[config.mk]
export PLATFORM = sky130hd
export DESIGN_NAME = scan_link_top
export DESIGN_NICKNAME = d
export VERILOG_FILES = /design/src/rtl/scan_link_pkg.sv /design/src/rtl/scan_event_encoder.sv /design/src/rtl/record_fifo.sv /design/src/rtl/uart_byte_tx.sv /design/src/rtl/record_serializer.sv /design/src/rtl/scan_link_top.sv
export SDC_FILE = /design/constraint.sdc
export NUM_CORES = 1
export LEC_CHECK = 0
export BUFFER_PORTS_ARGS = -buffer_cell sky130_fd_sc_hd__buf_2
export CORE_MARGIN = 4
export CORE_UTILIZATION = 30
export DETAILED_ROUTE_END_ITERATION = 10
export GPL_ROUTABILITY_DRIVEN = 0
export PLACE_DENSITY = 0.49
export REMOVE_ABC_BUFFERS = 1
export SLEW_MARGIN = 30
export SYNTH_ARGS = -nofsm -noshare
export SYNTH_HDL_FRONTEND = slang
export SYNTH_HIERARCHICAL = 1
export SYNTH_SLANG_ARGS = --single-unit
[constraint.sdc]
create_clock -name clk -period 7 [get_ports clk]
set_clock_uncertainty 0.2 [all_clocks]
set_input_delay 1.05 -clock clk [delete_from_list [all_inputs] [get_ports clk]]
set_output_delay 1.05 -clock clk [all_outputs]
set_load 0.005 [all_outputs]
[src/rtl/scan_link_pkg.sv]
package scan_link_pkg;

    // record layout, sample above the channel tag
    localparam int SAMPLE_WIDTH = 32;
    localparam int TAG_WIDTH    = 16;
    localparam int RECORD_WIDTH = SAMPLE_WIDTH + TAG_WIDTH;

    // live channel and the mark fillers
    localparam logic [TAG_WIDTH-1:0] CHANNEL_TAG = 16'h0002;
    localparam logic [TAG_WIDTH-1:0] LINE_MARK   = 16'h000D;
    localparam logic [TAG_WIDTH-1:0] FRAME_MARK  = 16'h000E;

    // sample taken on the third held cycle
    localparam int SETTLE_COUNT = 2;
    localparam int SETTLE_WIDTH = $clog2(SETTLE_COUNT + 1);

    // record queue, 16 entries
    localparam int FIFO_ADDR_WIDTH = 4;
    localparam int FIFO_DEPTH      = 1 << FIFO_ADDR_WIDTH;

    // uart timing, kept short for simulation
    localparam int CLKS_PER_BIT     = 8;
    localparam int BIT_CNT_WIDTH    = $clog2(CLKS_PER_BIT);
    localparam int BYTES_PER_RECORD = RECORD_WIDTH / 8;
    localparam int BYTE_CNT_WIDTH   = $clog2(BYTES_PER_RECORD);

    // event picked by the encoder in a cycle
    typedef enum logic [1:0] {
        KIND_NONE,
        KIND_SAMPLE,
        KIND_FRAME,
        KIND_LINE
    } record_kind_e;

    // byte transmitter states
    typedef enum logic [1:0] {
        TX_IDLE,
        TX_START,
        TX_DATA,
        TX_STOP
    } tx_state_e;

endpackage

[src/rtl/scan_event_encoder.sv]
`timescale 1ns/1ps

module scan_event_encoder
    import scan_link_pkg::*;
(
    input  logic                    clk,
    input  logic                    rst,
    input  logic [SAMPLE_WIDTH-1:0] tdc_sample,
    input  logic                    sample_valid,
    input  logic                    new_line,
    input  logic                    new_frame,
    output logic                    sample_done,
    output logic                    line_done,
    output logic                    frame_done,
    output logic                    rec_wr,
    output logic [RECORD_WIDTH-1:0] rec_data
);

    record_kind_e            kind;
    logic [SETTLE_WIDTH-1:0] settle_cnt;
    logic [RECORD_WIDTH-1:0] rec_next;

    // priority pick, a held sample request blocks both marks
    always_comb begin
        kind = KIND_NONE;
        if (sample_valid) begin
            // wait out the settle count first
            if (settle_cnt == SETTLE_WIDTH'(SETTLE_COUNT)) begin
                kind = KIND_SAMPLE;
            end
        end else if (new_frame) begin
            kind = KIND_FRAME;
        end else if (new_line) begin
            kind = KIND_LINE;
        end
    end

    // done strobes straight from the pick, same cycle
    assign sample_done = (kind == KIND_SAMPLE);
    assign frame_done  = (kind == KIND_FRAME);
    assign line_done   = (kind == KIND_LINE);

    // record image for the picked event
    always_comb begin
        case (kind)
            KIND_SAMPLE: rec_next = {tdc_sample, CHANNEL_TAG};
            KIND_FRAME:  rec_next = {FRAME_MARK, FRAME_MARK, CHANNEL_TAG};
            KIND_LINE:   rec_next = {LINE_MARK, LINE_MARK, CHANNEL_TAG};
            default:     rec_next = '0;
        endcase
    end

    // settle counter, holds while the request is low
    always_ff @(posedge clk) begin
        if (rst) begin
            settle_cnt <= '0;
        end else if (sample_valid) begin
            if (kind == KIND_SAMPLE) begin
                settle_cnt <= '0;
            end else begin
                settle_cnt <= settle_cnt + 1'b1;
            end
        end
    end

    // write strobe one cycle after acceptance
    always_ff @(posedge clk) begin
        if (rst) begin
            rec_wr <= 1'b0;
        end else begin
            rec_wr <= (kind != KIND_NONE);
        end
    end

    // payload follows the strobe
    always_ff @(posedge clk) begin
        if (kind != KIND_NONE) begin
            rec_data <= rec_next;
        end
    end

    a_done_onehot: assert property (@(posedge clk) disable iff (rst)
        $onehot0({sample_done, frame_done, line_done}));

    // every accepted event becomes exactly one write, one cycle later
    a_wr_follows_done: assert property (@(posedge clk) disable iff (rst)
        (kind != KIND_NONE) |=> rec_wr);
    a_wr_has_done: assert property (@(posedge clk) disable iff (rst)
        rec_wr |-> $past(sample_done || frame_done || line_done));

endmodule

[src/rtl/record_fifo.sv]
`timescale 1ns/1ps

module record_fifo
    import scan_link_pkg::*;
(
    input  logic                    clk,
    input  logic                    rst,
    input  logic                    wr_en,
    input  logic                    rd_en,
    input  logic [RECORD_WIDTH-1:0] rec_in,
    output logic [RECORD_WIDTH-1:0] rec_q,
    output logic                    fifo_empty,
    output logic                    fifo_full
);

    logic [RECORD_WIDTH-1:0] mem [FIFO_DEPTH];

    // one extra bit tells full from empty
    logic [FIFO_ADDR_WIDTH:0] wr_ptr;
    logic [FIFO_ADDR_WIDTH:0] rd_ptr;
    logic                     do_wr;
    logic                     do_rd;

    assign fifo_empty = (wr_ptr == rd_ptr);
    assign fifo_full  = (wr_ptr[FIFO_ADDR_WIDTH] != rd_ptr[FIFO_ADDR_WIDTH]) &&
                        (wr_ptr[FIFO_ADDR_WIDTH-1:0] == rd_ptr[FIFO_ADDR_WIDTH-1:0]);

    // writes into a full queue are lost
    assign do_wr = wr_en && !fifo_full;
    assign do_rd = rd_en && !fifo_empty;

    always_ff @(posedge clk) begin
        if (rst) begin
            wr_ptr <= '0;
            rd_ptr <= '0;
        end else begin
            if (do_wr) begin
                wr_ptr <= wr_ptr + 1'b1;
            end
            if (do_rd) begin
                rd_ptr <= rd_ptr + 1'b1;
            end
        end
    end

    // storage
    always_ff @(posedge clk) begin
        if (do_wr) begin
            mem[wr_ptr[FIFO_ADDR_WIDTH-1:0]] <= rec_in;
        end
    end

    // registered read port, valid after the rd_en cycle
    always_ff @(posedge clk) begin
        if (do_rd) begin
            rec_q <= mem[rd_ptr[FIFO_ADDR_WIDTH-1:0]];
        end
    end

    // the drain side must look at fifo_empty before popping
    a_no_read_empty: assert property (@(posedge clk) disable iff (rst)
        rd_en |-> !fifo_empty);

endmodule

[src/rtl/uart_byte_tx.sv]
`timescale 1ns/1ps

module uart_byte_tx
    import scan_link_pkg::*;
(
    input  logic       clk,
    input  logic       rst,
    input  logic       byte_start,
    input  logic [7:0] byte_data,
    output logic       tx,
    output logic       byte_busy
);

    tx_state_e                state;
    logic [BIT_CNT_WIDTH-1:0] clk_cnt;
    logic [2:0]               bit_idx;
    logic [7:0]               data_sh;

    // last stop-bit clock is spent back in idle, keeps a 10-bit pitch
    assign byte_busy = (state != TX_IDLE);

    always_ff @(posedge clk) begin
        if (rst) begin
            state   <= TX_IDLE;
            tx      <= 1'b1;
            clk_cnt <= '0;
            bit_idx <= '0;
        end else begin
            case (state)
                TX_IDLE: begin
                    tx <= 1'b1;
                    if (byte_start) begin
                        // start bit goes out next cycle
                        state   <= TX_START;
                        tx      <= 1'b0;
                        clk_cnt <= '0;
                    end
                end
                TX_START: begin
                    if (clk_cnt == BIT_CNT_WIDTH'(CLKS_PER_BIT - 1)) begin
                        state   <= TX_DATA;
                        tx      <= data_sh[0];
                        clk_cnt <= '0;
                        bit_idx <= '0;
                    end else begin
                        clk_cnt <= clk_cnt + 1'b1;
                    end
                end
                TX_DATA: begin
                    if (clk_cnt == BIT_CNT_WIDTH'(CLKS_PER_BIT - 1)) begin
                        clk_cnt <= '0;
                        if (bit_idx == 3'd7) begin
                            state <= TX_STOP;
                            tx    <= 1'b1;
                        end else begin
                            bit_idx <= bit_idx + 1'b1;
                            tx      <= data_sh[0];
                        end
                    end else begin
                        clk_cnt <= clk_cnt + 1'b1;
                    end
                end
                TX_STOP: begin
                    // one clock short, idle supplies the rest
                    if (clk_cnt == BIT_CNT_WIDTH'(CLKS_PER_BIT - 2)) begin
                        state   <= TX_IDLE;
                        clk_cnt <= '0;
                    end else begin
                        clk_cnt <= clk_cnt + 1'b1;
                    end
                end
                default: state <= TX_IDLE;
            endcase
        end
    end

    // data shifter, lsb first
    always_ff @(posedge clk) begin
        if (state == TX_IDLE && byte_start) begin
            data_sh <= byte_data;
        end else if (state != TX_IDLE && state != TX_STOP &&
                     clk_cnt == BIT_CNT_WIDTH'(CLKS_PER_BIT - 1)) begin
            data_sh <= data_sh >> 1;
        end
    end

    // the serializer must wait for idle before the next byte
    a_start_idle: assert property (@(posedge clk) disable iff (rst)
        byte_start |-> (state == TX_IDLE));

endmodule

[src/rtl/record_serializer.sv]
`timescale 1ns/1ps

module record_serializer
    import scan_link_pkg::*;
(
    input  logic                    clk,
    input  logic                    rst,
    input  logic                    fifo_empty,
    input  logic [RECORD_WIDTH-1:0] rec_q,
    output logic                    rd_en,
    output logic                    tx,
    output logic                    tx_busy
);

    logic                      launch;
    logic                      active;
    logic [BYTE_CNT_WIDTH-1:0] bytes_left;
    logic [RECORD_WIDTH-1:0]   rec_sh;
    logic                      byte_gap;
    logic                      byte_start;
    logic [7:0]                byte_data;
    logic                      byte_busy;

    // busy from the launch cycle to the end of the last stop bit
    assign tx_busy = launch | active;

    // pop only with the line free and nothing in flight
    assign rd_en = !fifo_empty && !tx_busy && !launch;

    // transmitter idle inside a record
    assign byte_gap = active && !byte_busy;

    // first byte straight from the fifo port, rest from the shifter
    assign byte_start = launch || (byte_gap && (bytes_left != '0));
    assign byte_data  = launch ? rec_q[7:0] : rec_sh[7:0];

    always_ff @(posedge clk) begin
        if (rst) begin
            launch     <= 1'b0;
            active     <= 1'b0;
            bytes_left <= '0;
        end else begin
            launch <= rd_en;
            if (launch) begin
                active     <= 1'b1;
                bytes_left <= BYTE_CNT_WIDTH'(BYTES_PER_RECORD - 1);
            end else if (byte_gap) begin
                // last byte finished, record done
                if (bytes_left == '0) begin
                    active <= 1'b0;
                end else begin
                    bytes_left <= bytes_left - 1'b1;
                end
            end
        end
    end

    // record latched at launch, lsb byte first
    always_ff @(posedge clk) begin
        if (launch) begin
            rec_sh <= rec_q >> 8;
        end else if (byte_start) begin
            rec_sh <= rec_sh >> 8;
        end
    end

    uart_byte_tx u_byte_tx (
        .clk        (clk),
        .rst        (rst),
        .byte_start (byte_start),
        .byte_data  (byte_data),
        .tx         (tx),
        .byte_busy  (byte_busy)
    );

    a_no_pop_busy: assert property (@(posedge clk) disable iff (rst)
        !(rd_en && tx_busy));

endmodule

[src/rtl/scan_link_top.sv]
`timescale 1ns/1ps

module scan_link_top
    import scan_link_pkg::*;
(
    input  logic                    clk,
    input  logic                    rst,
    input  logic [SAMPLE_WIDTH-1:0] tdc_sample,
    input  logic                    sample_valid,
    input  logic                    new_line,
    input  logic                    new_frame,
    output logic                    sample_done,
    output logic                    line_done,
    output logic                    frame_done,
    output logic                    tx,
    output logic                    tx_busy
);

    // encoder to queue
    logic                    rec_wr;
    logic [RECORD_WIDTH-1:0] rec_data;

    // queue to serializer
    logic [RECORD_WIDTH-1:0] rec_q;
    logic                    fifo_empty;
    logic                    rd_en;

    scan_event_encoder u_encoder (
        .clk          (clk),
        .rst          (rst),
        .tdc_sample   (tdc_sample),
        .sample_valid (sample_valid),
        .new_line     (new_line),
        .new_frame    (new_frame),
        .sample_done  (sample_done),
        .line_done    (line_done),
        .frame_done   (frame_done),
        .rec_wr       (rec_wr),
        .rec_data     (rec_data)
    );

    // full flag left open, a full queue just drops records
    record_fifo u_fifo (
        .clk        (clk),
        .rst        (rst),
        .wr_en      (rec_wr),
        .rd_en      (rd_en),
        .rec_in     (rec_data),
        .rec_q      (rec_q),
        .fifo_empty (fifo_empty),
        .fifo_full  ()
    );

    record_serializer u_serializer (
        .clk        (clk),
        .rst        (rst),
        .fifo_empty (fifo_empty),
        .rec_q      (rec_q),
        .rd_en      (rd_en),
        .tx         (tx),
        .tx_busy    (tx_busy)
    );

endmodule

==> flow_summary.json, run 1 <==
{
  "hpwl_mm": 42.1,
  "syn_avg_cell_area_um2": 23.2,
  "track_usage_pct": 13.3,
  "holdWs_ps": 270,
  "grt_pass1_wl_mm": 121,
  "fin_tns_setup_ps": 0,
  "cts_setup_buffers": 0,
  "clk_latency_ps": 660,
  "yosys_warnings": 6,
  "synth.most_common_cell": "edfxtp_1",
  "holdBufCountCts": 0,
  "finalCriticalPeriod_ps": 3630,
  "vias": 16000,
  "grt_max_degree": 102,
  "pre_cts_ws_ps": 3430,
  "crit_type": "reg2out",
  "setup_viol": 0,
  "vdd_drop_max_v": 0.000200,
  "numClockSinks": 924,
  "rr_worst_depth": 5,
  "multiInputGateArea_um2": 7600,
  "drive_gt1_share_pct": 28.9,
  "fp.coreArea_um2": 117000,
  "period_share_pct": 51.8,
  "rows": 125,
  "post_dp_cell_area_um2": 37700,
  "r2r_start": "u_fifo/rd_ptr[0]",
  "root_buffer": "clkbuf_16",
  "die_h_um": 352,
  "wl_per_cell_um": 25.6,
  "max-cap-violations": 0,
  "hold-path-endpoint": "u_serializer/u_byte_tx/bit_idx[2]",
  "max_clock_freq_ghz": 0.276,
  "worst_path_max_delay_cell": "and2_1",
  "clk_pin_slew_ps": 60,
  "finalHoldViolCount": 0,
  "num-nets-final": 1696,
  "synth_seq_cells": 924,
  "grt-ovfl-total": 0,
  "critPathMaxStageDelay_ps": 400,
  "hp-start": "u_serializer/u_byte_tx/bit_idx[2]",
  "rrSetupSlack_ps": 3510,
  "cts_buffers": 97,
  "ctsResizeCount": 0,
  "p_switching_mw": 3.08,
  "cp-start-kind": "register",
  "combPwrFrac_pct": 13.0,
  "cp.arrival_ps": 2380,
  "synth_area_leader_cell": "edfxtp_1",
  "leakage_nw": 12.6,
  "maxSlewHeadroom_pct": 33.6,
  "status": "completed",
  "seqCellArea_um2": 27500,
  "async_reset_ff_share_pct": 0,
  "hold_path.class": "reg2reg",
  "initial_core_util_pct": 30.4,
  "viasPerCell": 4.93,
  "design_area_um2": 40700,
  "cts_tree": "done",
  "synthCells": 1527,
  "grt_pass1_vias": 16800,
  "io_pins": 42,
  "io_buffers": 41,
  "die_w_um": 352,
  "tightest_slew_ps": 994,
  "areaGrowthSynthToFinish_pct": 14.7,
  "slew_viol_final": 0,
  "first_iter_violations": 1408,
  "final.fill_count": 10600,
  "cp_top_family": "buffers and inverters",
  "internal_power_mw": 10.0,
  "end_kind": "primary output",
  "cts_max_level": 3,
  "antenna_found_initial": 3,
  "hold_depth": 2,
  "route.detailed.drc": 0,
  "path_cells": "inv_1 > ha_2 > buf_4 > and2_1 > buf_4 > buf_2",
  "synth_cell_types": 59,
  "setup_ws_ps": 3370,
  "dr.pass1.iters": 5,
  "ys_seq_area_share_pct": 77.4,
  "synth_flop_cell": "edfxtp_1",
  "clk_path_buf_depth": 3,
  "crit_fanout": 27,
  "drt_wl_total_mm": 82.9,
  "switching_share_pct": 23.5,
  "seqPwrFrac_pct": 50.0,
  "yosysTopAreaCellShare_pct": 75.9,
  "powerDensity_nw_per_um2": 321,
  "cp.required_ps": 5750,
  "critPathMostFrequentCell": "buf_4",
  "synth_common_cells": "897 x edfxtp_1, 240 x mux4_2, 39 x mux2_1",
  "syn_area_um2": 35500,
  "postRouteAntennaNets": 0,
  "ys_top_cells_by_area": "edfxtp_1 76%, mux4_2 15%, dfxtp_1 1.5%, mux2_1 1.2%, ha_1 0.70%",
  "rsz0062_at_grt": "false",
  "r2r_end": "u_fifo/rec_q[43]",
  "die-area_um2": 124000,
  "synth-edff-count": 897,
  "pwr-share-clk_pct": 37.0,
  "path_buf_inv": 4
}
-- state kept, by name, indices dropped and copies added (netlist names), 3 cells and up --
name,count
u_fifo/wr_ptr,5
u_fifo/rec_q,48
u_fifo/rd_ptr,5
u_serializer/bytes_left,3
u_serializer/u_byte_tx/data_sh,8
u_serializer/u_byte_tx/bit_idx,3
u_encoder/rec_data,33
u_serializer/rec_sh,40
u_fifo/mem,768
u_serializer/u_byte_tx/clk_cnt,3
-- kinds of logic (layout without fill, tap and decap cells) --
family	Yosys count	count (layout)	synth area share, %
adders and majority gates	20	20	0.705
buffers and inverters	106	275	1.72
and+or+nand+nor	121	121	1.90
other	1	17	0.0106
xor gates and xnor gates	6	6	0.148
AOI/OAI and AO/OA	53	53	1.13
muxes	296	296	17.0
DFF	924	924	77.4
-- through the flow --
stage | total power [mW] | utilization [%] | std cells
2_1_floorplan | 8.11 | - | 1455
3_3_place_gp | 8.36 | 32.2 | 3060
3_5_place_dp | 8.40 | 32.3 | 3062
4_1_cts | 13.3 | 34.8 | 3232
5_1_grt | 13.7 | 34.9 | 3234
6_report | 13.1 | 34.9 | 3236
-- power groups by stage --
stage          clock [mW]  sequential [mW]  combinational, mW
6_report             4.84             6.55               1.70
4_1_cts              4.98             6.56               1.73
5_1_grt              5.23             6.58               1.85
2_1_floorplan           0             6.82               1.29
3_5_place_dp            0             6.67               1.73
3_3_place_gp            0             6.67               1.70
-- tightest hold or removal path, cell delays in order, from the launching register on --
cell and delay (ps):
dfxtp_1 310, nand2_1 50, mux2i_1 60
-- worst max-delay path by stage --
stage	startpoint	to	slack, ps	depth (start not counted)
after floorplan	u_fifo/rd_ptr[0]	u_fifo/mem[3][0]	-5760	4
after global placement	u_fifo/rd_ptr[1]	u_fifo/rd_ptr[0]	2930	9
after detailed placement	sample_valid	sample_done	3430	4
after CTS	u_encoder/settle_cnt[0]	sample_done	3240	6
after global routing	u_encoder/settle_cnt[0]	sample_done	3250	6
final	u_encoder/settle_cnt[0]	sample_done	3370	6
-- cell usage in the layout, fill, tap and decap left out, drive strengths merged, types with 4 or more instances in the layout --
cell type and count:
edfxtp 897, mux4 240, clkbuf 121, buf 85, mux2 51, clkinv 37, and3 27, dfxtp 27
inv 24, nor2 24, ha 20, nand2 19, conb 15, nor2b 10, and2 9, a21o 9
o211ai 7, nor3 7, bufinv 6, o21ai 6, a21oi 6, xnor2 5, mux2i 5, nand4 4
nand2b 4
-- metal layers --
layer,wire length [µm],GRT usage [%],vias up
met5,0,0,-
li1,-,-,6656
met1,38300,19.2,8812
met3,3500,1.97,123
met4,1840,3.55,0
met2,39200,21.1,364
-- final cells by class --
class / instances / area share (%)
antenna: 2 / 0.0123
multi-input combinational: 511 / 18.7
sequential: 924 / 67.5
inverter: 20 / 0.190
timing repair buffer: 85 / 1.69
clock inverter: 49 / 1.02
clock buffer: 121 / 6.26
tap: 1524 / 4.68
Note: power is estimated with default switching activity, not from simulation.
==> inputs of run 2 (changes only) <==
--- a/config.mk
+++ b/config.mk
@@ -5,12 +5,13 @@
 export SDC_FILE = /design/constraint.sdc
 export NUM_CORES = 1
 export LEC_CHECK = 0
+export ABC_AREA = 1
 export BUFFER_PORTS_ARGS = -buffer_cell sky130_fd_sc_hd__buf_2
 export CORE_MARGIN = 4
 export CORE_UTILIZATION = 30
 export DETAILED_ROUTE_END_ITERATION = 10
 export GPL_ROUTABILITY_DRIVEN = 0
-export PLACE_DENSITY = 0.49
+export PLACE_DENSITY = 0.5
 export REMOVE_ABC_BUFFERS = 1
 export SLEW_MARGIN = 30
 export SYNTH_ARGS = -nofsm -noshare
==> constraint.sdc (replaced) <==
create_clock -name clk -period 2.9 [get_ports clk]
set_clock_uncertainty 0.2 [all_clocks]
set_input_delay 0.435 -clock clk [delete_from_list [all_inputs] [get_ports clk]]
set_output_delay 0.435 -clock clk [all_outputs]
set_load 0.005 [all_outputs]
==> run 2 against run 1 <==
- sequential power up 140%
- power increased to 2.7 times the previous value
- via count rose by 39%
- combinational power increased to 4.2 times the previous value
- global-route usage grew 0.99 points
- sequential cell count unchanged
- setup slack worse by 3100 ps
- non-clock buffer count up 64
- synthesized cell count rose by 94%
- cell count up 47%
- clock power rose to 2.6 times the previous value
- critical path type unchanged
- largest cell class unchanged
- highest routed layer unchanged
==> flow_summary.json, run 2 <==
{
  "postRouteAntennaNets": 0,
  "cp-start-kind": "register",
  "vias": 22200,
  "clk_latency_ps": 660,
  "status": "completed",
  "drt_wl_total_mm": 92.3,
  "route.detailed.drc": 0,
  "powerDensity_nw_per_um2": 833,
  "fin_tns_setup_ps": 0,
  "clk_pin_slew_ps": 60,
  "grt-ovfl-total": 0,
  "critPathMaxStageDelay_ps": 330,
  "r2r_start": "u_fifo/wr_ptr[0]",
  "yosys_warnings": 6,
  "setup_viol": 0,
  "io_pins": 42,
  "end_kind": "primary output",
  "crit_fanout": 17,
  "grt_max_degree": 197,
  "multiInputGateArea_um2": 8090,
  "io_buffers": 41,
  "layout_commonest_cell": "edfxtp_1",
  "final_cell_mix": "897 x edfxtp_1, 589 x nor2_1, 400 x nand2_1, 307 x o21ai_0, 135 x o21ai_1",
  "fp.coreArea_um2": 122000,
  "first_iter_violations": 1565,
  "cp.required_ps": 2270,
  "rows": 128,
  "seqCellArea_um2": 27500,
  "diodes": 0,
  "tightest_slew_ps": 1140,
  "cts_max_level": 3,
  "max-cap-violations": 0,
  "synthCells": 2968,
  "cts_setup_buffers": 0,
  "post_dp_cell_area_um2": 39200,
  "setup_ws_ps": 272,
  "rr_worst_depth": 11,
  "dr.pass1.iters": 5,
  "pre_cts_ws_ps": 368,
  "rsz0062_at_grt": "false",
  "die_h_um": 359,
  "rrSetupSlack_ps": 350,
  "hold_depth": 4,
  "initial_core_util_pct": 30.2,
  "syn_area_um2": 36900,
  "syn_avg_cell_area_um2": 12.4,
  "wl_per_cell_um": 19.4,
  "grt_pass1_wl_mm": 139,
  "leakage_nw": 14.7,
  "drive_gt1_share_pct": 9.60,
  "hold_path.class": "in2reg",
  "track_usage_pct": 14.3,
  "cts_tree": "done",
  "grt_pass1_vias": 21700,
  "areaGrowthSynthToFinish_pct": 16.2,
  "hp-start": "new_line",
  "worst_path_max_delay_cell": "dfxtp_1",
  "die_w_um": 359,
  "cts_buffers": 101,
  "clk_path_buf_depth": 3,
  "hold-path-endpoint": "u_encoder/rec_data[35]",
  "vdd_drop_max_v": 0.000727,
  "largest_reg_flops": 768,
  "viasPerCell": 4.65,
  "final.fill_count": 11900,
  "numClockSinks": 924,
  "crit_type": "reg2out",
  "maxSlewHeadroom_pct": 23.7,
  "path_cells": "inv_1 > ha_1 > nand2_2 > buf_4 > inv_2 > buf_2",
  "holdWs_ps": 114,
  "die-area_um2": 129000,
  "num-nets-final": 3108,
  "r2r_end": "u_fifo/mem[5][7]",
  "design_area_um2": 42900,
  "finalCriticalPeriod_ps": 2630,
  "slew_viol_final": 0,
  "root_buffer": "clkbuf_16",
  "max_clock_freq_ghz": 0.380,
  "finalHoldViolCount": 0,
  "period_share_pct": 90.6,
  "cp.arrival_ps": 1990,
  "antenna_found_initial": 1,
  "hpwl_mm": 49.1
}
## run 2: what timing repair did
action	in CTS	in global routing
resized for setup	0	0
endpoints found under the hold margin	41	0
hold buffers	38	0
## run 2: critical path: cells and delay by family (launching register included)
family	cells	cell delay, ps
adders and majority gates	1	210
and+or+nand+nor	1	140
buffers and inverters	4	650
DFF	1	330
## run 2: how the worst max path moves through the flow
| stage | from | endpoint | slack, ps | cells after the start |
|---|---|---|---|---|
| 2_1_floorplan | u_fifo/rd_ptr[0] | u_fifo/rec_q[0] | -9510 | 9 |
| 3_3_place_gp | u_fifo/wr_ptr[0] | u_fifo/mem[3][27] | 320 | 6 |
| 3_5_place_dp | u_fifo/wr_ptr[0] | u_fifo/mem[12][40] | 370 | 11 |
| 4_1_cts | u_encoder/settle_cnt[0] | sample_done | 140 | 6 |
| 5_1_grt | u_encoder/settle_cnt[0] | sample_done | 90 | 6 |
| 6_report | u_encoder/settle_cnt[0] | sample_done | 270 | 6 |
## run 2: metal layers
| metal | share of wire (%) | track usage [%] |
|---|---|---|
| met5 | 0 | 0 |
| met4 | 2.7 | 4.52 |
| met2 | 47 | 23.2 |
| met3 | 4.2 | 2.19 |
| met1 | 46 | 19.7 |
## run 2: stage by stage
step                      total power, mW  util, %  cells
final                                35.7     35.1   4760
after global routing                 37.7     35.1   4760
after CTS                            36.2     35.1   4759
after detailed placement             23.5     32.1   4534
after global placement               23.5     32.1   4533
after floorplan                      19.9        -   2799
## run 2: cell type report
cell class / instances / area share, %
clock inverter: 55 / 1.15
inverter: 135 / 1.22
clock buffer: 132 / 6.36
tap: 1625 / 4.74
timing repair buffer: 149 / 3.50
multi-input combinational: 1740 / 18.9
sequential: 924 / 64.1
## run 2: report_power, final
group          total, mW  switching, mW  internal (mW)
clock network       12.5           5.17           7.33
registers           16.0          0.371           15.6
logic               7.21           5.06           2.15
